<file path="config.mk">
export PLATFORM = sky130hd
export DESIGN_NAME = mode_reg
export DESIGN_NICKNAME = d
export VERILOG_FILES = /design/src/logic/mbesm_pkg.sv /design/src/logic/mode_reg.sv
export VERILOG_INCLUDE_DIRS = /design/src /design/src/logic
export SDC_FILE = /design/constraint.sdc
export NUM_CORES = 1
export LEC_CHECK = 0
export BUFFER_PORTS_ARGS = -buffer_cell sky130_fd_sc_hd__buf_2
export CAP_MARGIN = 40
export CORE_ASPECT_RATIO = 0.5
export CORE_MARGIN = 2
export CORE_UTILIZATION = 41
export DETAILED_ROUTE_END_ITERATION = 10
export GPL_ROUTABILITY_DRIVEN = 0
export PLACE_DENSITY = 0.78
export SLEW_MARGIN = 15
export SYNTH_ARGS = -nofsm -noshare
export SYNTH_HDL_FRONTEND = slang
export SYNTH_SLANG_ARGS = --single-unit
</file>
<file path="constraint.sdc">
create_clock -name clk -period 1.4 [get_ports clk]
set_clock_uncertainty 0.1 [all_clocks]
set_input_delay 0.21 -clock clk [delete_from_list [all_inputs] [get_ports clk]]
set_output_delay 0.21 -clock clk [all_outputs]
set_load 0.03 [all_outputs]
</file>
<file path="src/logic/mbesm_cfg.svh">
// Size definitions for the page map, addresses and memory tags
`ifndef MBESM_CFG_SVH
`define MBESM_CFG_SVH

// Page map
`define MBESM_PAGES         1024    // Entries in the page map
`define MBESM_PAGE_W        10      // Page number width
`define MBESM_OFFS_W        10      // In-page offset width
`define MBESM_MAP_W         20      // Map entry, physical page in upper bits

// Addresses
`define MBESM_VADDR_W       32      // Effective address register
`define MBESM_BESM6_PAGE_W  5       // Virtual page in BESM-6 emulation

// Tags
`define MBESM_TAG_W         8       // Memory word tag

`endif
</file>
<file path="src/logic/mbesm_pkg.sv">
// Shared types: operation codes, arbiter codes, mode register,
// memory tag, interrupt vectors and page access bits
package mbesm_pkg;

// Operations strobed by the outside controller
typedef enum logic [3:0] {
    NOP          = 4'd0,
    LOAD_RR      = 4'd1,    // Mode register from data
    LOAD_VADDR   = 4'd2,    // Effective address from data
    WRITE_MAP    = 4'd3,    // Page map entry from data
    BUS_REQ      = 4'd4,    // Bus request, updates used/dirty
    WRITE_ACCESS = 4'd5,    // Explicit used/dirty write
    FETCH_DONE   = 4'd6,    // Instruction fetch complete
    LOAD_DONE    = 4'd7,    // Operand load complete
    SET_NR       = 4'd8,    // Native mode
    SET_ER       = 4'd9,    // Emulation mode
    LOAD_ACC_TAG = 4'd10,   // Accumulator tag from data
    CLEAR_INT    = 4'd11    // Drop interrupt flag
} mmu_op_t;

// Arbiter operations, write class is CCWR/DCWR/DWR/RDMWR/BTRWR
typedef enum logic [3:0] {
    ARB_IDLE = 4'd0,  CCRD  = 4'd1,  CCWR  = 4'd2,  DCRD  = 4'd3,
    DCWR     = 4'd4,  CRD   = 4'd5,  IRD   = 4'd6,  BRD   = 4'd7,
    DRD      = 4'd8,  RMWRD = 4'd9,  DWR   = 4'd10, RDMWR = 4'd11,
    BTRWR    = 4'd12, BTRRD = 4'd13
} arb_op_t;

// Mode register, bit 31 down to bit 0
typedef struct packed {
    logic [1:0] unused;         // Bits 31:30, not assigned
    logic       flag_jump;      // Control transfer flag
    logic       rcb;            // Right command flag
    logic       cb;             // Address changed by register 16
    logic       no_paging;      // Page translation off
    logic       no_procnm;      // Process number check off
    logic       flag_negaddr;   // Negative address mode
    logic       no_rprot;       // Access protection off
    logic       no_wprot;       // Write protection off
    logic       intstp;         // Stop on interrupt
    logic       single_step;    // Step-by-step execution
    logic       cemlrg;         // Reserved
    logic       wforce;         // Store tag check off
    logic       no_intr;        // External interrupts masked
    logic       no_progtag;     // Program tag interpretation off
    logic       no_badacc;      // Foreign accumulator check off
    logic       no_rtag;        // Operand read tag check off
    logic       no_badop;       // Foreign operand check off
    logic       drg;            // Dispatcher mode
    logic       ovrftb;         // Stash field overflow check off
    logic       bnb;            // BESM-6 range check off
    logic       flag_z, flag_n, flag_c, flag_v; // Condition flags
    logic       ovrib;          // Overflow interrupt off
    logic [2:0] grp;            // Condition group
    logic       rndb;           // Rounding off
    logic       normb;          // Normalization off
} mode_reg_t;

// Memory word tag
typedef struct packed {
    logic pint;                 // Program tag interpretation
    logic spare;
    logic nojump;               // No control transfer here
    logic nofetch;              // No instruction fetch
    logic nostore;              // No operand store
    logic noload;               // No operand load
    logic besm6;                // Emulation-mode word
    logic cmd;                  // Instruction word
} mem_tag_t;

// Interrupt vectors raised by the tag checks
typedef enum logic [4:0] {
    INT_NONE       = 5'd0,
    INT_PINT_CMD   = 5'd9,
    INT_PINT_OPND  = 5'd10,
    INT_RD_PROT    = 5'd11,
    INT_CMD_CHECK  = 5'd12,
    INT_FETCH_PROT = 5'd18,
    INT_JUMP_PROT  = 5'd19,
    INT_BAD_ACC    = 5'd21,
    INT_BAD_OPND   = 5'd22
} int_vect_t;

// Access bits of one physical page
typedef struct packed {
    logic dirty;                // Page was modified
    logic used;                 // Page was referenced
} page_access_t;

endpackage

</file>
<file path="src/logic/mode_reg.sv">
// Mode register, emulation-mode flag and accumulator emulation tag

`timescale 1ns/100ps
`include "mbesm_cfg.svh"

module mode_reg
    import mbesm_pkg::*;
(
    input  logic                      clk,
    input  logic                      reset,
    input  mmu_op_t                   i_op,
    input  logic [`MBESM_VADDR_W-1:0] i_data,
    input  mem_tag_t                  i_tag,        // Tag of the fetched word
    output mode_reg_t                 o_mode,
    output logic                      o_mode_besm6, // Emulation mode
    output logic                      o_acc_besm6   // Accumulator tag bit
);

// ----------------------------------------
// Mode register
always_ff @(posedge clk) begin
    if (reset)
        o_mode <= '0;
    else if (i_op == LOAD_RR)
        o_mode <= mode_reg_t'(i_data);  // Whole register at once
end

// ----------------------------------------
// Emulation mode follows the fetched tag before SET_ER/SET_NR
always_ff @(posedge clk) begin
    if (reset)
        o_mode_besm6 <= 1'b0;
    else if (i_op == FETCH_DONE)
        o_mode_besm6 <= i_tag.besm6;    // Follow the instruction word
    else if (i_op == SET_ER)
        o_mode_besm6 <= 1'b1;
    else if (i_op == SET_NR)
        o_mode_besm6 <= 1'b0;
end

// Accumulator emulation tag
always_ff @(posedge clk) begin
    if (reset)
        o_acc_besm6 <= 1'b0;
    else if (i_op == LOAD_ACC_TAG)
        o_acc_besm6 <= i_data[1];       // Besm6 bit position of a tag
end

// Virtual page selection depends on this flag
a_mode_known: assert property (@(posedge clk) disable iff (reset)
    !$isunknown(o_mode_besm6))
    else $error("mode_besm6 is unknown");

endmodule

</file>
==> results list, run 1 <==
- Run status: complete, no violations
- Part of the Yosys area used for sequential elements: 0.546
* Cell types occupying the most area after synthesis: dfxtp_1 55%, nand2_1 20%, a21oi_1 13%
- The cell area that synthesis handed to floorplanning was 1250 sq um.
- DRC errors left: 0
- Entering global routing, the biggest net connects 33 pins.
- Worst skew pair latency: 280 ps
- First-pass GRT wire length: 4670 microns
- Overall fraction of global-route tracks in use: 0.173
- Counting flops with a built-in enable in the synthesized netlist gives 0.
- Dividing the final minimum period by the clock period gives 0.849.
- The number of antenna diodes in the final layout is 0.
- Of all nets on the critical path, the largest fanout is 19.
- The worst hold path begins at i_data[27].
* Type of the worst setup path: in -> reg
- Detailed placement finished with a half-perimeter wire length of 2130 microns.
- Relative to the synthesized area, the layout overhead comes to 42.2%.
* Pin slew with the least headroom to its limit: 366 ps
* Setup Slack @ Placement: -93.4 ps
* CTS tree: built
* Area leader, netlist: dfxtp_1
* Post-synth net total: 199
- After detailed routing, the total wire length is 2870 microns.
- Cells after synthesis: 153
- Arrival time worst endpoint: 1240 ps
- Across the run, the number of max-cap violations was 0.
- R2R setup slack: 590 ps
* Overflow left after global routing: 0
* Number of pins with negative max-slew slack in the final report: 0
- Post-synthesis average cell area: 8.15 sq um
- Once placement finished, the instance area stood at 1680 sq um.
* H-tree lvl count: 2
* Power density over the cells: 1100 nW/um^2
- Seq cells post-synth: 34
- Derived from the worst setup path, the maximum achievable clock frequency is 0.842 GHz.
- The floorplan step defined a die boundary enclosing 3520 sq um.
- The first TritonRoute pass finished after 4 iterations.
- In this run the tightest slew margin relative to its limit is 0.756.
* Critical R2R Launch: o_mode_besm6
- Total I/O pin count: 80
* Largest vdd supply drop: 0.563 mV
- The tree is rooted in a clkbuf_8.
- Clk buf depth: 2
- Synth top area share: 0.546
- Clock-pin slew was measured on the worst setup and hold paths at 70 ps.
- Number of antenna violations at the first check in global routing: 0
* Area of the multi-input gates: 505 sq um
* Horizontal extent of the die: 82.0 microns
- At the worst endpoint, the required time is 1450 ps.
* Post-layout minimum cycle time: 1190 ps
- The most common cell in the synthesized netlist is nand2_1.
* Vias per std cell: 4.60
- Yosys mapped the design onto 15 distinct sky130hd cell types.
- Unrepaired setup endpoints after global routing: no
- Worst setup SP type: input pin
- The Yosys step of the flow raised 0 warnings.
- Number of design-rule violations left by the first detailed-router iteration: 60
- Clock buffer count from CTS: 5
- The filler cells instantiated in the layout total 281.
- Vias after detailed routing: 1247
* Gates resized, CTS repair: 0
- The finished cells cover 1770 sq um.
* Starting Density: 0.423
* Core outline area: 2940 sq um
* Final setup margin: 212 ps
- CTS sink cnt: 34
- In the final layout, the share of cells above drive strength 1 is 0.390.
- Dividing the detail-routed wire length by the instance count gives 10.6 microns.
* Leakage power total: 0.000806 uW
* Number of placement rows: 14
- Class of the tightest hold or removal check: in -> reg
* Share of synthesized registers carrying an async set or reset: 0
* Hold-fix buffers, CTS: 0
- Post-synth top cells: 65 x nand2_1, 34 x dfxtp_1, 32 x a21oi_1
- Final setup violating endpoints: 0
* Remaining number of nets flagged by the antenna check after routing: 0
- Number of buffer cells added on primary ports: 72
* Endpoint type of the worst setup path: flop
- Die Y: 43.0 microns
* Launch point of the critical path: i_op[1]
- For this run, the post-layout net count is 276.
- Leading register cell type out of synthesis: dfxtp_1
- Number of global-route vias before repair: 1138
- Total area of sequential cells: 681 sq um
- After clock tree synthesis, the setup repair step added 0 buffers.
* Hold violation count in the final report: 0
per-layer routing:
layer  vias to the layer above  part of all wire  global-route usage
met1                       570              0.43               0.195
met2                        25              0.51               0.312
met4                         0            0.0045              0.0500
li1                        650                 -                   -
met5                         -                 0                   0
met3                         2             0.050              0.0574
per-stage QoR:
| stage | power (uW) | instances | hold WS [ps] | setup TNS, ps | utilization |
|---|---|---|---|---|---|
| 2_1_floorplan | 1130 | 153 | 246 | 0 | - |
| 3_3_place_gp | 1230 | 263 | 339 | -1100 | 0.570 |
| 3_5_place_dp | 1230 | 263 | 344 | -1690 | 0.570 |
| 4_1_cts | 1970 | 271 | 53.3 | 0 | 0.602 |
| 5_1_grt | 2040 | 271 | 48.5 | 0 | 0.602 |
| 6_report | 1950 | 271 | 62.9 | 0 | 0.602 |
final timing paths:
kind / end / cells after the start
worst max-delay path: o_mode[14] / 5
worst max register to register: o_mode_besm6 / 2
worst min register to register: o_mode[8] / 2
worst min-delay path: o_mode[27] / 3
layout by cell type (no fill, tap or decap), drive strengths merged, types with 2 or more instances in the layout:
| master | instances |
|---|---|
| a21oi | 32 |
| buf | 81 |
| clkbuf | 6 |
| dfxtp | 34 |
| nand2 | 65 |
| nand3b | 2 |
| nor4bb | 2 |
logic make-up after synthesis:
group | share of synthesized area
multiplexers | 0.00803
buffers and inverters | 0.0552
AO/OA/AOI/OAI | 0.138
AND/OR/NAND/NOR | 0.253
flip-flops | 0.546
layout make-up:
type | instances | share of cell area
tap | 40 | 0.0282
timing repair buffer | 81 | 0.249
clock buffer | 6 | 0.0466
clock inverter | 2 | 0.00706
sequential | 34 | 0.384
multi-input combinational | 108 | 0.285
flip-flops by register name (all words and copies together), names as in the netlist:
register      count
o_acc_besm6       1
o_mode           32
o_mode_besm6      1
critical path, cell delays in order:
cell     delay [ps]
buf_2           100
or4b_1          550
buf_4           230
nand2_1          80
a21oi_1          70
report_power, final:
part	leakage [uW]	internal [uW]	switching, uW
registers	0.000275	989	10.2
clock network	0.0000472	395	346
logic	0.000483	88.9	118
Power figures use the tool's default switching activity.
==> run 2: changes to the inputs <==
--- a/config.mk
+++ b/config.mk
@@ -10,10 +10,10 @@
 export CAP_MARGIN = 40
 export CORE_ASPECT_RATIO = 0.5
 export CORE_MARGIN = 2
-export CORE_UTILIZATION = 41
+export CORE_UTILIZATION = 37
 export DETAILED_ROUTE_END_ITERATION = 10
 export GPL_ROUTABILITY_DRIVEN = 0
-export PLACE_DENSITY = 0.78
+export PLACE_DENSITY = 0.74
 export SLEW_MARGIN = 15
 export SYNTH_ARGS = -nofsm -noshare
 export SYNTH_HDL_FRONTEND = slang
==> constraint.sdc (replaced) <==
create_clock -name clk -period 1 [get_ports clk]
set_clock_uncertainty 0.1 [all_clocks]
set_input_delay 0.15 -clock clk [delete_from_list [all_inputs] [get_ports clk]]
set_output_delay 0.15 -clock clk [all_outputs]
set_load 0.03 [all_outputs]
==> run 2 against run 1 <==
The run now ends with negative hold slack, negative setup slack left; cell area grew 44%; worst setup slack lost 430 ps; die area grew 10%; non-clock buffer count grew 30; clock power grew 50%; critical path type unchanged.
==> results list, run 2 (synthesis gave the netlist of run 1 again) <==
- The run finished, with violations left.
* Failing checks: negative hold slack, negative setup slack
- Final hold analysis gives a worst-case slack of -10.9 ps.
- At the worst endpoint, the required time is 1100 ps.
- Final setup violating endpoints: 67
- In the final layout, the share of cells above drive strength 1 is 0.658.
* Number of antenna violations at the first check in global routing: 0
* CTS sink cnt: 34
- Largest fanout on the critical path: 7
* Reported max-cap violation count: 0
- Leaving out filler cells and counting taps, the final layout contains 303.
- Data arrives at the worst endpoint at 1320 ps.
- The worst hold path begins at i_data[0].
- The register with the most flip-flops in the layout has 32 of them.
- Pin count of the biggest net entering global routing: 35
- Die area: 3880 sq um
- In the finished design, the share of the clock period the worst path needs comes to 1.21.
- Dominant cell type by count on the critical path: buf_4
- In this run the static leakage power is 0.00110 uW.
- At the end of the flow, the number of nets in the layout was 308.
- The first global-routing pass estimated 7800 microns of wire.
* Clock buffer count from CTS: 5
- Post-CTS clock slew at the launch and capture registers of the worst setup and hold paths: 80 ps
- Total internal power: 2210 uW
- For this run, the top clock speed supported by timing is 0.824 GHz.
- For this run, the total global-route usage over all layers was measured as 0.273.
* Count of placed standard cells including taps: 260
* Total I/O pin count: 80
- Hold depth: 3
- Using the TritonRoute via totals, the vias-per-cell ratio works out to 5.59.
- Worst skew pair latency: 300 ps
* Worst R2R Path Depth: 3
- Setup total negative slack on the finished layout was measured at -5280 ps.
* Largest registers: o_mode: 32 flops, o_acc_besm6: 1 flops, o_mode_besm6: 1 flops
* R2R Path End: o_mode_besm6
- Critical R2R Launch: o_mode_besm6
- In this run the worst hold path is classified as in -> reg.
- Endpoint type of the worst setup path: flop
* Number of optimization iterations in the first detailed-route pass: 4
- The slowest stage of the critical path belongs to the cell nor4b_4.
- Hold violation count in the final report: 4
* Overflow left after global routing: 0
- Combinational power share: 0.172
- The share of total power dissipated in sequential elements is 0.465.
- Setup repair after global routing could not meet its margin everywhere.
- For this design the ratio of total power to cell area is 1190 nW/um^2.
- Die Y: 45.0 microns
* Overall routed net length: 6240 microns
- Pin slew with the least headroom to its limit: 736 ps
- Remaining number of nets flagged by the antenna check after routing: 0
* Relative area change from synthesis to final layout: 105%
* Number of design-rule violations left by the first detailed-router iteration: 118
- The die is 86.1 microns wide.
- H-tree lvl count: 2
- Detailed placement HPWL: 2130 microns
- Post-layout minimum cycle time: 1210 ps
- In this design, the largest share of critical-path delay is due to buffers and inverters.
* Per-cell routed wire length: 20.6 microns
- In the layout the commonest cells are 47 x nand2_1, 39 x buf_6, 35 x buf_2, 32 x dfxtp_2, 22 x a21oi_1.
* Worst path max stage delay: 230 ps
* Switching power: 835 uW
- Leaving out fill and tap cells, the most frequent cell in the layout is nand2_1.
* Number of pins with negative max-slew slack in the final report: 0
- Number of diodes: 0
- Fraction of power spent switching nets: 0.274
* Final setup margin: -214 ps
* Worst setup SP type: input pin
- The path with the worst hold slack has its endpoint at o_mode[0].
- DRC errors left: 0
* Vias after detailed routing: 1694
- Largest vdd supply drop: 1.28 mV
- The critical path is of the in -> reg type.
- Number of global-route vias before repair: 1621
* Part of the power in the clock network: 0.363
- The filler cells instantiated in the layout total 150.
- Number of placement rows: 14
- The initial utilization of the core area, before any placement, comes to 0.402.
- TritonCTS built the clock tree.
- Counting along the longest clock path gives a buffer depth of 2.
- Critical Path, Cell by Cell: buf_2 -> buf_4 -> nor4b_4 -> buf_4 -> clkbuf_16 -> nand2_1 -> a21oi_1
- The design draws 3050 uW.
* Number of buffers and inverters on the critical path: 4
- Clock root cell: clkbuf_8
- Port buffering added 72 buffers.
- R2R setup slack: 0 ps
* Worst relative slew slack: 0.509
* Core outline area: 3100 sq um
- Register with the most flip-flops: o_mode
- Once layout is complete, the utilization of the core stands at 0.823.
run 2: cell types whose count changed in the layout (fill, tap and decap cells not counted), moves of 10 or more:
cell	before	now
a21oi_1	32	22
a21oi_2	0	10
buf_2	72	35
buf_6	0	39
dfxtp_1	34	2
dfxtp_2	0	32
dlygate4sd3_1	0	12
nand2_1	65	47
nand2_2	0	13
run 2: how the worst max path moves through the flow:
stage	startpoint	end	slack, ps	cells past startpoint
after global routing	i_op[0]	o_mode[7]	-260	8
after global placement	i_op[1]	o_mode[31]	-420	4
after floorplan	i_op[1]	o_mode[0]	-260	5
after detailed placement	i_op[1]	o_mode[8]	-460	4
after CTS	i_op[2]	o_mode[15]	-110	8
final	i_op[0]	o_mode[10]	-210	7
run 2: power by group through the flow:
stage / clock, uW / sequential, uW / combinational [uW]
final: 1110 / 1420 / 524
after global routing: 1180 / 1420 / 542
after CTS: 1050 / 1410 / 455
after detailed placement: 0 / 1430 / 287
after global placement: 0 / 1430 / 282
after floorplan: 0 / 1490 / 88.6
run 2: worst reg2reg max path: cells and delay by family (launching register included):
kind	cells	cell delay, ps
AOI/OAI and AO/OA	2	270
buffers and inverters	1	140
DFF	1	340
run 2: layout make-up:
| type | instances | area, sq um | area share |
|---|---|---|---|
| Tap cell | 40 | 50.0 | 0.0196 |
| Clock inverter | 1 | 5.00 | 0.00196 |
| Clock buffer | 7 | 86.3 | 0.0338 |
| Sequential cell | 34 | 721 | 0.282 |
| Timing Repair Buffer | 111 | 1020 | 0.400 |
| Multi-Input combinational cell | 110 | 671 | 0.263 |
run 2: layer usage:
layer	vias to the layer above	GRT usage	share of wire
met3	42	0.0804	0.10
met5	-	0	0
met4	0	0.137	0.050
li1	722	-	-
met2	141	0.496	0.48
met1	789	0.302	0.37
run 2: timing repair:
item / in CTS / in global routing
buffers inserted: 9 / 10
hold endpoints to repair: 11 / 1
setup endpoints to repair: 66 / 68
pin swaps: 33 / 12
cloned: 4 / 1
gates resized for setup: 138 / 17
hold buffers: 11 / 1
run 2: stage by stage:
stage / area, sq um / setup WS (ps)
after floorplan: 1260 / -264
after global placement: 1660 / -416
after detailed placement: 1660 / -457
after CTS: 2410 / -105
after global routing: 2550 / -264
final: 2550 / -214
