File: src/logic/mbesm_cfg.svh
// Size definitions for the page map, addresses and memory tags
`ifndef MBESM_CFG_SVH
`define MBESM_CFG_SVH

// Page map
`define MBESM_PAGES         1024    // Entries in the page map
`define MBESM_PAGE_W        10      // Page number width
`define MBESM_OFFS_W        10      // In-page offset width
`define MBESM_MAP_W         20      // Map entry, physical page in upper bits

// Addresses
`define MBESM_VADDR_W       32      // Effective address register
`define MBESM_BESM6_PAGE_W  5       // Virtual page in BESM-6 emulation

// Tags
`define MBESM_TAG_W         8       // Memory word tag

`endif
File: src/logic/mbesm_pkg.sv
// Shared types: operation codes, arbiter codes, mode register,
// memory tag, interrupt vectors and page access bits
package mbesm_pkg;

// Operations strobed by the outside controller
typedef enum logic [3:0] {
    NOP          = 4'd0,
    LOAD_RR      = 4'd1,    // Mode register from data
    LOAD_VADDR   = 4'd2,    // Effective address from data
    WRITE_MAP    = 4'd3,    // Page map entry from data
    BUS_REQ      = 4'd4,    // Bus request, updates used/dirty
    WRITE_ACCESS = 4'd5,    // Explicit used/dirty write
    FETCH_DONE   = 4'd6,    // Instruction fetch complete
    LOAD_DONE    = 4'd7,    // Operand load complete
    SET_NR       = 4'd8,    // Native mode
    SET_ER       = 4'd9,    // Emulation mode
    LOAD_ACC_TAG = 4'd10,   // Accumulator tag from data
    CLEAR_INT    = 4'd11    // Drop interrupt flag
} mmu_op_t;

// Arbiter operations, write class is CCWR/DCWR/DWR/RDMWR/BTRWR
typedef enum logic [3:0] {
    ARB_IDLE = 4'd0,  CCRD  = 4'd1,  CCWR  = 4'd2,  DCRD  = 4'd3,
    DCWR     = 4'd4,  CRD   = 4'd5,  IRD   = 4'd6,  BRD   = 4'd7,
    DRD      = 4'd8,  RMWRD = 4'd9,  DWR   = 4'd10, RDMWR = 4'd11,
    BTRWR    = 4'd12, BTRRD = 4'd13
} arb_op_t;

// Mode register, bit 31 down to bit 0
typedef struct packed {
    logic [1:0] unused;         // Bits 31:30, not assigned
    logic       flag_jump;      // Control transfer flag
    logic       rcb;            // Right command flag
    logic       cb;             // Address changed by register 16
    logic       no_paging;      // Page translation off
    logic       no_procnm;      // Process number check off
    logic       flag_negaddr;   // Negative address mode
    logic       no_rprot;       // Access protection off
    logic       no_wprot;       // Write protection off
    logic       intstp;         // Stop on interrupt
    logic       single_step;    // Step-by-step execution
    logic       cemlrg;         // Reserved
    logic       wforce;         // Store tag check off
    logic       no_intr;        // External interrupts masked
    logic       no_progtag;     // Program tag interpretation off
    logic       no_badacc;      // Foreign accumulator check off
    logic       no_rtag;        // Operand read tag check off
    logic       no_badop;       // Foreign operand check off
    logic       drg;            // Dispatcher mode
    logic       ovrftb;         // Stash field overflow check off
    logic       bnb;            // BESM-6 range check off
    logic       flag_z, flag_n, flag_c, flag_v; // Condition flags
    logic       ovrib;          // Overflow interrupt off
    logic [2:0] grp;            // Condition group
    logic       rndb;           // Rounding off
    logic       normb;          // Normalization off
} mode_reg_t;

// Memory word tag
typedef struct packed {
    logic pint;                 // Program tag interpretation
    logic spare;
    logic nojump;               // No control transfer here
    logic nofetch;              // No instruction fetch
    logic nostore;              // No operand store
    logic noload;               // No operand load
    logic besm6;                // Emulation-mode word
    logic cmd;                  // Instruction word
} mem_tag_t;

// Interrupt vectors raised by the tag checks
typedef enum logic [4:0] {
    INT_NONE       = 5'd0,
    INT_PINT_CMD   = 5'd9,
    INT_PINT_OPND  = 5'd10,
    INT_RD_PROT    = 5'd11,
    INT_CMD_CHECK  = 5'd12,
    INT_FETCH_PROT = 5'd18,
    INT_JUMP_PROT  = 5'd19,
    INT_BAD_ACC    = 5'd21,
    INT_BAD_OPND   = 5'd22
} int_vect_t;

// Access bits of one physical page
typedef struct packed {
    logic dirty;                // Page was modified
    logic used;                 // Page was referenced
} page_access_t;

endpackage

File: src/logic/tag_check.sv
// Tag capture after fetch/load and prioritized interrupt
// flag and vector

`timescale 1ns/100ps
`include "mbesm_cfg.svh"

module tag_check
    import mbesm_pkg::*;
(
    input  logic      clk,
    input  logic      reset,
    input  mmu_op_t   i_op,
    input  mem_tag_t  i_tag,
    input  mode_reg_t i_mode,
    input  logic      i_acc_besm6,
    output logic      o_int,
    output int_vect_t o_int_vect
);

logic                    fetch_q;   // Fetch completed last cycle
logic                    load_q;    // Load completed last cycle
logic [`MBESM_TAG_W-1:0] tag_q;     // Captured tag
mem_tag_t                tag;
logic                    hit;       // Some check fired
int_vect_t               vect;      // Highest-priority vector

// ----------------------------------------
// Stage 1, capture
always_ff @(posedge clk) begin
    if (reset) begin
        fetch_q <= 1'b0;
        load_q  <= 1'b0;
    end else begin
        fetch_q <= (i_op == FETCH_DONE);
        load_q  <= (i_op == LOAD_DONE);
    end
end

always_ff @(posedge clk) begin
    if (i_op == FETCH_DONE || i_op == LOAD_DONE)
        tag_q <= i_tag;
end

assign tag = mem_tag_t'(tag_q);

// ----------------------------------------
// Checks in priority order
always_comb begin
    hit  = 1'b1;
    vect = INT_NONE;
    if (fetch_q && tag.pint && !i_mode.no_progtag)
        vect = INT_PINT_CMD;                        // Program tag on instruction
    else if (load_q && tag.pint && !i_mode.no_progtag)
        vect = INT_PINT_OPND;                       // Program tag on operand
    else if (load_q && tag.noload && !i_mode.no_rtag)
        vect = INT_RD_PROT;                         // Read-protected operand
    else if (fetch_q && !tag.cmd)
        vect = INT_CMD_CHECK;                       // Not an instruction word
    else if (fetch_q && tag.nofetch)
        vect = INT_FETCH_PROT;
    else if (fetch_q && tag.nojump && i_mode.flag_jump)
        vect = INT_JUMP_PROT;                       // Jump onto forbidden word
    else if (fetch_q && (tag.besm6 != i_acc_besm6) && !i_mode.no_badacc)
        vect = INT_BAD_ACC;                         // Foreign accumulator
    else if (load_q && (tag.besm6 != i_acc_besm6) && !i_mode.no_badop)
        vect = INT_BAD_OPND;                        // Foreign operand
    else
        hit = 1'b0;
end

// ----------------------------------------
// Stage 2, interrupt flag and vector
always_ff @(posedge clk) begin
    if (reset) begin
        o_int      <= 1'b0;
        o_int_vect <= INT_NONE;
    end else if (hit) begin
        o_int      <= 1'b1;
        o_int_vect <= vect;         // Latest event overwrites
    end else if (i_op == CLEAR_INT) begin
        o_int <= 1'b0;              // Vector is kept
    end
end

a_vect_listed: assert property (@(posedge clk) disable iff (reset)
    o_int |-> o_int_vect inside {INT_PINT_CMD, INT_PINT_OPND, INT_RD_PROT,
                                 INT_CMD_CHECK, INT_FETCH_PROT, INT_JUMP_PROT,
                                 INT_BAD_ACC, INT_BAD_OPND})
    else $error("interrupt raised with unlisted vector %0d", o_int_vect);

endmodule

File: config.mk
export PLATFORM = sky130hd
export DESIGN_NAME = tag_check
export DESIGN_NICKNAME = d
export VERILOG_FILES = /design/src/logic/mbesm_pkg.sv /design/src/logic/tag_check.sv
export VERILOG_INCLUDE_DIRS = /design/src /design/src/logic
export SDC_FILE = /design/constraint.sdc
export NUM_CORES = 1
export LEC_CHECK = 0
export CELL_PAD_IN_SITES_DETAIL_PLACEMENT = 0
export CELL_PAD_IN_SITES_GLOBAL_PLACEMENT = 1
export CORE_ASPECT_RATIO = 1.25
export CORE_MARGIN = 8
export CORE_UTILIZATION = 40
export CTS_BUF_LIST = sky130_fd_sc_hd__clkbuf_8
export DETAILED_ROUTE_END_ITERATION = 12
export DONT_BUFFER_PORTS = 1
export PLACE_DENSITY = 0.83
export SLEW_MARGIN = 20
export SYNTH_ARGS = -nofsm -noshare
export SYNTH_HDL_FRONTEND = slang
export SYNTH_SLANG_ARGS = --single-unit
File: constraint.sdc
create_clock -name clk -period 1.2 [get_ports clk]
set_input_delay 0.18 -clock clk [delete_from_list [all_inputs] [get_ports clk]]
set_output_delay 0.18 -clock clk [all_outputs]
set_load 0.005 [all_outputs]
==> run summary, run 1 <==
result of the run -> finished with violations
failing checks -> setup timing
max cap viols -> 0
Final min period -> 1260 ps
Final WS setup -> -64.6 ps
Boundary Pins -> 53
TritonCTS clock tree -> yes
die area -> 3430 sq um
Syn. warnings -> 0
synth unique cells -> 38
Post-Synth XOR/XNOR Area -> 0.0225
via count -> 551
most frequent cells in the layout -> 9 x buf_4, 7 x dfxtp_1, 6 x edfxtp_1
most common cell after layout, fill and taps aside -> buf_4
remaining antenna violation count -> 0
largest family of logic cells by synthesized area -> simple AND/OR/NAND/NOR gates
CTS Sinks -> 14
drt via density -> 5.62
Starting Density -> 0.415
crit end category -> register
mux share of post-synthesis cell area -> 0
Sequential Area -> 342 sq um
FMAX -> 791 MHz
switching pwr -> 206 uW
Clock transition at path regs -> 60 ps
simple-gate share of the synthesized area -> 0.263
per-cell routed wire length -> 15.4 microns
FP Rows -> 17
Final Hold Viols -> 0
TritonRoute pass-1 iters -> 4
Layout fillers -> 164
Final Wtd Congestion -> 0.790
chip width -> 54.0 microns
root buffer selected by CTS -> clkbuf_8
critical path start-end classification -> register to register
unrepaired setup endpoints after global routing -> true
PD cells -> 1090 nW/um^2
DP Area -> 781 sq um
Internal -> 793 uW
crit path DAT -> 1430 ps
multi-input logic area -> 407 sq um
Leak -> 0.000346 uW
Final Setup Violations -> 6
area share of fa/ha/maj cells after synthesis -> 0
total CTS buffers -> 3
vias in the first global route -> 595
fin util -> 0.528
first-pass GRT wire length -> 2560 microns
complex-gate fraction of the synthesized area -> 0.202
Synth Register Bits -> 14
worst-case clock buffer depth -> 2
maximum VDD drop -> 0.701 mV
DRT Wirelength -> 1510 microns
syn_nets -> 113
design area -> 921 sq um
Gate power share -> 0.093
Tot Pwr -> 1000 uW
syn avg cell area -> 11.0 sq um
Die Span Y -> 63.5 microns
GR Util All Layers -> 0.0956
PortBufs -> 0
initial antenna violation count -> 0
Hold WC Path Type -> input port to register
Cells after Synth -> 66
sequential fraction of design power -> 0.526
DRC -> 0
Worst EP required -> 1360 ps
Slew @ Worst Pin -> 224 ps
GRT overflow -> 0
NumNets Final -> 127
Slew Limit Fails -> 0
Worst-Skew Late Latency -> 240 ps
DR iter-0 viols -> 11
clock skew -> 0.862 ps
period utilization -> 1.05
CP max FO -> 3
core area -> 1740 sq um
H-tree depth -> 1
Switching Fraction -> 0.206
Post-Syn Area -> 723 sq um
layout cell share with drive strength beyond 1 -> 0.354
pin count of the biggest net entering global routing -> 9
ANT cells -> 0
synth-to-layout area growth -> 27.3%
Seq/Total Area, Yosys -> 0.471
hpwl dp -> 1160 microns
Slew headroom -> 0.850
Clk pwr share -> 0.381
startpoint types -> register
==> synth_stat cells, drive strengths merged <==
cell,n,area [sq um]
nand4b,1,8.76
inv,4,15.0
o31a,1,8.76
a221oi,1,8.76
nor4b,1,15.0
edfxtp,6,180
xor2,1,16.3
a21o,1,7.51
nand2b,4,25.0
o2111a,1,11.3
o2bb2ai,1,8.76
a211oi,2,20.0
buf,1,11.3
nand3b,1,7.51
o21ai,5,28.8
and3b,1,8.76
nand3,1,5.00
and2b,1,7.51
and2,3,18.8
nor3b,1,7.51
nand4,1,12.5
nor3,1,5.00
or2,1,6.26
nand2,4,15.0
dfxtp,8,160
clkbuf,1,3.75
a41oi,1,8.76
nor2b,4,40.0
o21ba,1,10.0
o21a,1,7.51
nor2,2,7.51
a32oi,2,17.5
a311oi,1,8.76
==> per-stage QoR <==
stage | setup WS (ps) | hold WS (ps) | setup TNS [ps] | cells
after floorplan | -48.9 | 258 | -48.9 | 66
after global placement | -121 | 247 | -254 | 89
after detailed placement | -151 | 250 | -315 | 89
after CTS | -104 | 1.42 | -392 | 98
after global routing | -131 | 0.625 | -635 | 98
final | -64.6 | 3.93 | -201 | 98
==> path summary, 6_finish.rpt <==
check                                                start                         end  slack (ps)  cells past startpoint
worst max-delay path                      tag[1]$_DFFE_PP_  o_int_vect[0]$_SDFFE_PP0P_         -60                      4
worst min-delay path                                 reset          fetch_q$_SDFF_PP0_           4                      1
worst max register to register            tag[1]$_DFFE_PP_  o_int_vect[0]$_SDFFE_PP0P_         -60                      4
worst min register to register  o_int_vect[1]$_SDFFE_PP0P_  o_int_vect[1]$_SDFFE_PP0P_         500                      2
==> metal layers <==
| layer | track usage | part of all wire |
|---|---|---|
| met4 | 0.0278 | 0 |
| met3 | 0.0469 | 0.083 |
| met1 | 0.0977 | 0.39 |
| met5 | 0 | 0 |
| met2 | 0.163 | 0.53 |
==> flip-flops by register name, indices dropped and copies added, names as in the netlist <==
| signal | count |
|---|---|
| o_int | 1 |
| tag | 6 |
| fetch_q | 1 |
| o_int_vect | 5 |
| load_q | 1 |
==> logic make-up (layout without fill, tap and decap cells) <==
| logic type | count (synthesis) | count (layout) |
|---|---|---|
| simple gates | 27 | 27 |
| compound gates | 18 | 18 |
| flops | 14 | 14 |
| buf+inv | 6 | 19 |
| xor+xnor | 1 | 1 |
==> worst max-delay path: stages (launching register included) <==
cell and delay (ps):
edfxtp_1 400, xor2_2 210, a221oi_2 100, o31a_1 310, a211oi_2 170
==> layout make-up <==
| cell class | count | share of cell area |
|---|---|---|
| well taps | 19 | 0.0258 |
| repair buffers | 11 | 0.0965 |
| inverters | 4 | 0.0163 |
| clock buffers | 3 | 0.0448 |
| flip-flops and latches | 14 | 0.371 |
| clock inverters | 1 | 0.00408 |
| multi-input cells | 46 | 0.442 |
==> timing repair <==
item,4_1_cts,5_1_grt
pin swaps,10,3
resized for setup,9,3
endpoints found under the setup margin,4,6
buffers inserted,4,0
hold endpoints to repair,2,0
hold buffers,1,0
==> power groups by stage <==
stage | clock network [uW] | logic, uW | registers, uW
global placement | 0 | 62.7 | 535
global route | 408 | 101 | 528
finish | 381 | 93.0 | 526
detailed placement | 0 | 63.6 | 536
CTS | 395 | 91.0 | 526
floorplan | 0 | 55.3 | 533
No activity file was read; power rests on OpenSTA's default activity.
==> run 2, diff against run 1 <==
--- a/config.mk
+++ b/config.mk
@@ -9,13 +9,11 @@
 export CELL_PAD_IN_SITES_DETAIL_PLACEMENT = 0
 export CELL_PAD_IN_SITES_GLOBAL_PLACEMENT = 1
 export CORE_ASPECT_RATIO = 1.25
-export CORE_MARGIN = 8
 export CORE_UTILIZATION = 40
 export CTS_BUF_LIST = sky130_fd_sc_hd__clkbuf_8
 export DETAILED_ROUTE_END_ITERATION = 12
 export DONT_BUFFER_PORTS = 1
 export PLACE_DENSITY = 0.83
-export SLEW_MARGIN = 20
 export SYNTH_ARGS = -nofsm -noshare
 export SYNTH_HDL_FRONTEND = slang
 export SYNTH_SLANG_ARGS = --single-unit
==> run 2 against run 1 <==
The run still ends with setup timing left. First-iteration DRC count is 18% lower. Die area shrank 42%. Utilization is 5.4 points higher. Clock skew is 4.2 ps higher. Register-to-register slack lost 50 ps. Worst hold slack gained 17 ps. Via count increased by 3.4%. Fmax shrank 4.0%. Wire length down 5.7%. Critical path type unchanged. Largest cell class unchanged.
==> run summary, run 2 (synthesis gave the netlist of run 1 again) <==
synth-to-layout area growth -> 30.4%
max FFs per register -> 6 (unchanged)
min-delay src -> i_tag[7]
layout cell share with drive strength beyond 1 -> 0.354 (-0.000772)
Switching Fraction -> 0.222 (+0.0155)
Final Hold Viols -> 0 (unchanged)
Gate power share -> 0.097 (+0.004)
remaining antenna violation count -> 0 (unchanged)
Worst EP required -> 1370 ps (about the same)
sequential fraction of design power -> 0.512 (-0.014)
Die Span Y -> 49.5 microns (-22%)
Hold Path End -> tag[7]$_DFFE_PP_
Internal -> 797 uW (+0.50%)
NumNets Final -> 130 (+2.4%)
Boundary Pins -> 53 (unchanged)
ANT cells -> 0 (unchanged)
Clock transition at path regs -> 60 ps (about the same)
PD cells -> 1090 nW/um^2 (about the same)
Setup crit start -> tag[1]$_DFFE_PP_
initial antenna violation count -> 0 (unchanged)
most common cell after layout, fill and taps aside -> buf_4
crit end category -> register
GRT overflow -> 0 (unchanged)
most frequent cells in the layout -> 11 x buf_4, 8 x dfxtp_1, 6 x edfxtp_1
switching pwr -> 227 uW (+10%)
DRT Wirelength -> 1430 microns (-5.7%)
Worst-Skew Late Latency -> 250 ps (about the same)
GR Util All Layers -> 0.166 (+0.0701)
pin count of the biggest net entering global routing -> 9 (unchanged)
hpwl dp -> 1000 microns (-13%)
first-pass GRT wire length -> 2150 microns (-16%)
TritonRoute pass-1 iters -> 3 (-1)
total CTS buffers -> 3 (unchanged)
FMAX -> 759 MHz (-4.0%)
reg2reg path depth -> 6 (+2)
vias in the first global route -> 538 (-9.6%)
design area -> 943 sq um (+2.4%)
maximum VDD drop -> 0.845 mV (+21%)
per-cell routed wire length -> 14.3 microns (-7.6%)
CTS Sinks -> 14 (unchanged)
hold depth -> 0 (-1)
clock skew -> 5.06 ps (+4.20 ps)
die area -> 1980 sq um (-42%)
Reg2Reg Capture Point -> o_int_vect[3]$_SDFFE_PP0P_
root buffer selected by CTS -> clkbuf_8
unrepaired setup endpoints after global routing -> true
worst r2r src -> tag[1]$_DFFE_PP_
DRC -> 0 (unchanged)
Final Setup Violations -> 5 (-1)
core area -> 1620 sq um (-7.0%)
Slew Limit Fails -> 0 (unchanged)
result of the run -> finished with violations
Slew @ Worst Pin -> 309 ps (+85.4 ps)
crit path DAT -> 1490 ps (+60 ps)
period utilization -> 1.10 (+0.0442)
critical path start-end classification -> register to register
Leak -> 0.000358 uW (+3.4%)
Hold WC Path Type -> input port to register
via count -> 570 (+3.4%)
R2R Setup Slk -> -120 ps (-50 ps)
DP Area -> 787 sq um (+0.80%)
Starting Density -> 0.446 (+0.0314)
startpoint types -> register
drt via density -> 5.70 (+1.4%)
max cap viols -> 0 (unchanged)
Final min period -> 1320 ps (+53.1 ps)
Setup TNS Final -> -383 ps (-181 ps)
worst-case clock buffer depth -> 2 (unchanged)
H-tree depth -> 1 (unchanged)
CP max FO -> 5 (+2)
Final WS setup -> -118 ps (-53.1 ps)
Clk pwr share -> 0.391 (+0.010)
TritonCTS clock tree -> yes
FP Rows -> 16 (-1)
chip width -> 40.0 microns (-26%)
PortBufs -> 0 (unchanged)
Slew headroom -> 0.793 (-0.0570)
Final Wtd Congestion -> 0.763 (-3.3%)
dpl ws -> -139 ps (+12.1 ps)
failing checks -> setup timing
DR iter-0 viols -> 9 (-2)
==> run 2: cell count changes in the layout (fill, tap and decap cells not counted), sizes merged <==
| cell | previous run | this run |
|---|---|---|
| buf | 10 | 12 |
| dlygate4sd3 | 1 | 2 |
==> run 2: final cells by class <==
class | count | area (sq um)
sequential | 14 | 340
tap | 18 | 22.5
clock buffer | 3 | 41.3
timing repair buffer | 14 | 114
multi-input combinational | 46 | 407
inverter | 4 | 15.0
clock inverter | 1 | 3.75
fill | 155 | 678
==> run 2: power groups by stage <==
stage | clock [uW] | combinational (uW) | sequential (uW)
finish | 401 | 99.0 | 525
CTS | 407 | 88.9 | 525
global placement | 0 | 65.7 | 534
floorplan | 0 | 55.3 | 533
detailed placement | 0 | 66.5 | 535
global route | 419 | 107 | 527
==> run 2: layer usage <==
layer	vias up	global-route usage	part of all wire
li1	276	-	-
met1	271	0.183	0.39
met2	18	0.247	0.53
met3	5	0.0586	0.050
met4	0	0.121	0.029
met5	-	0	0
==> run 2: worst max-delay path by stage <==
stage / endpoint / slack, ps
after detailed placement: o_int_vect[0]$_SDFFE_PP0P_ / -140
after global routing: o_int_vect[0]$_SDFFE_PP0P_ / -170
after CTS: o_int_vect[0]$_SDFFE_PP0P_ / -130
after global placement: o_int_vect[0]$_SDFFE_PP0P_ / -130
after floorplan: o_int_vect[0]$_SDFFE_PP0P_ / -50
final: o_int_vect[3]$_SDFFE_PP0P_ / -120
==> run 2: through the flow <==
step                hold WS (ps)  total power (uW)  instances  utilization
finish                      21.0              1020        100        0.582
detailed placement           248               601         89        0.485
CTS                         18.1              1020         98        0.557
floorplan                    258               589         66            -
global route                15.7              1050        100        0.582
global placement             248               600         89        0.485
==> run 2: critical path, cell delays in order, from the launching register on <==
cell      delay, ps
edfxtp_1        400
xor2_2          180
buf_4           150
o21ai_4         100
buf_6           130
nand3_1          70
a41oi_1         200
==> run 2: timing repair <==
action	4_1_cts	5_1_grt
endpoints found under the hold margin	6	0
resized for setup	7	4
setup endpoints to repair	5	6
setup buffers	3	2
hold buffers	2	0
pin swaps	10	3
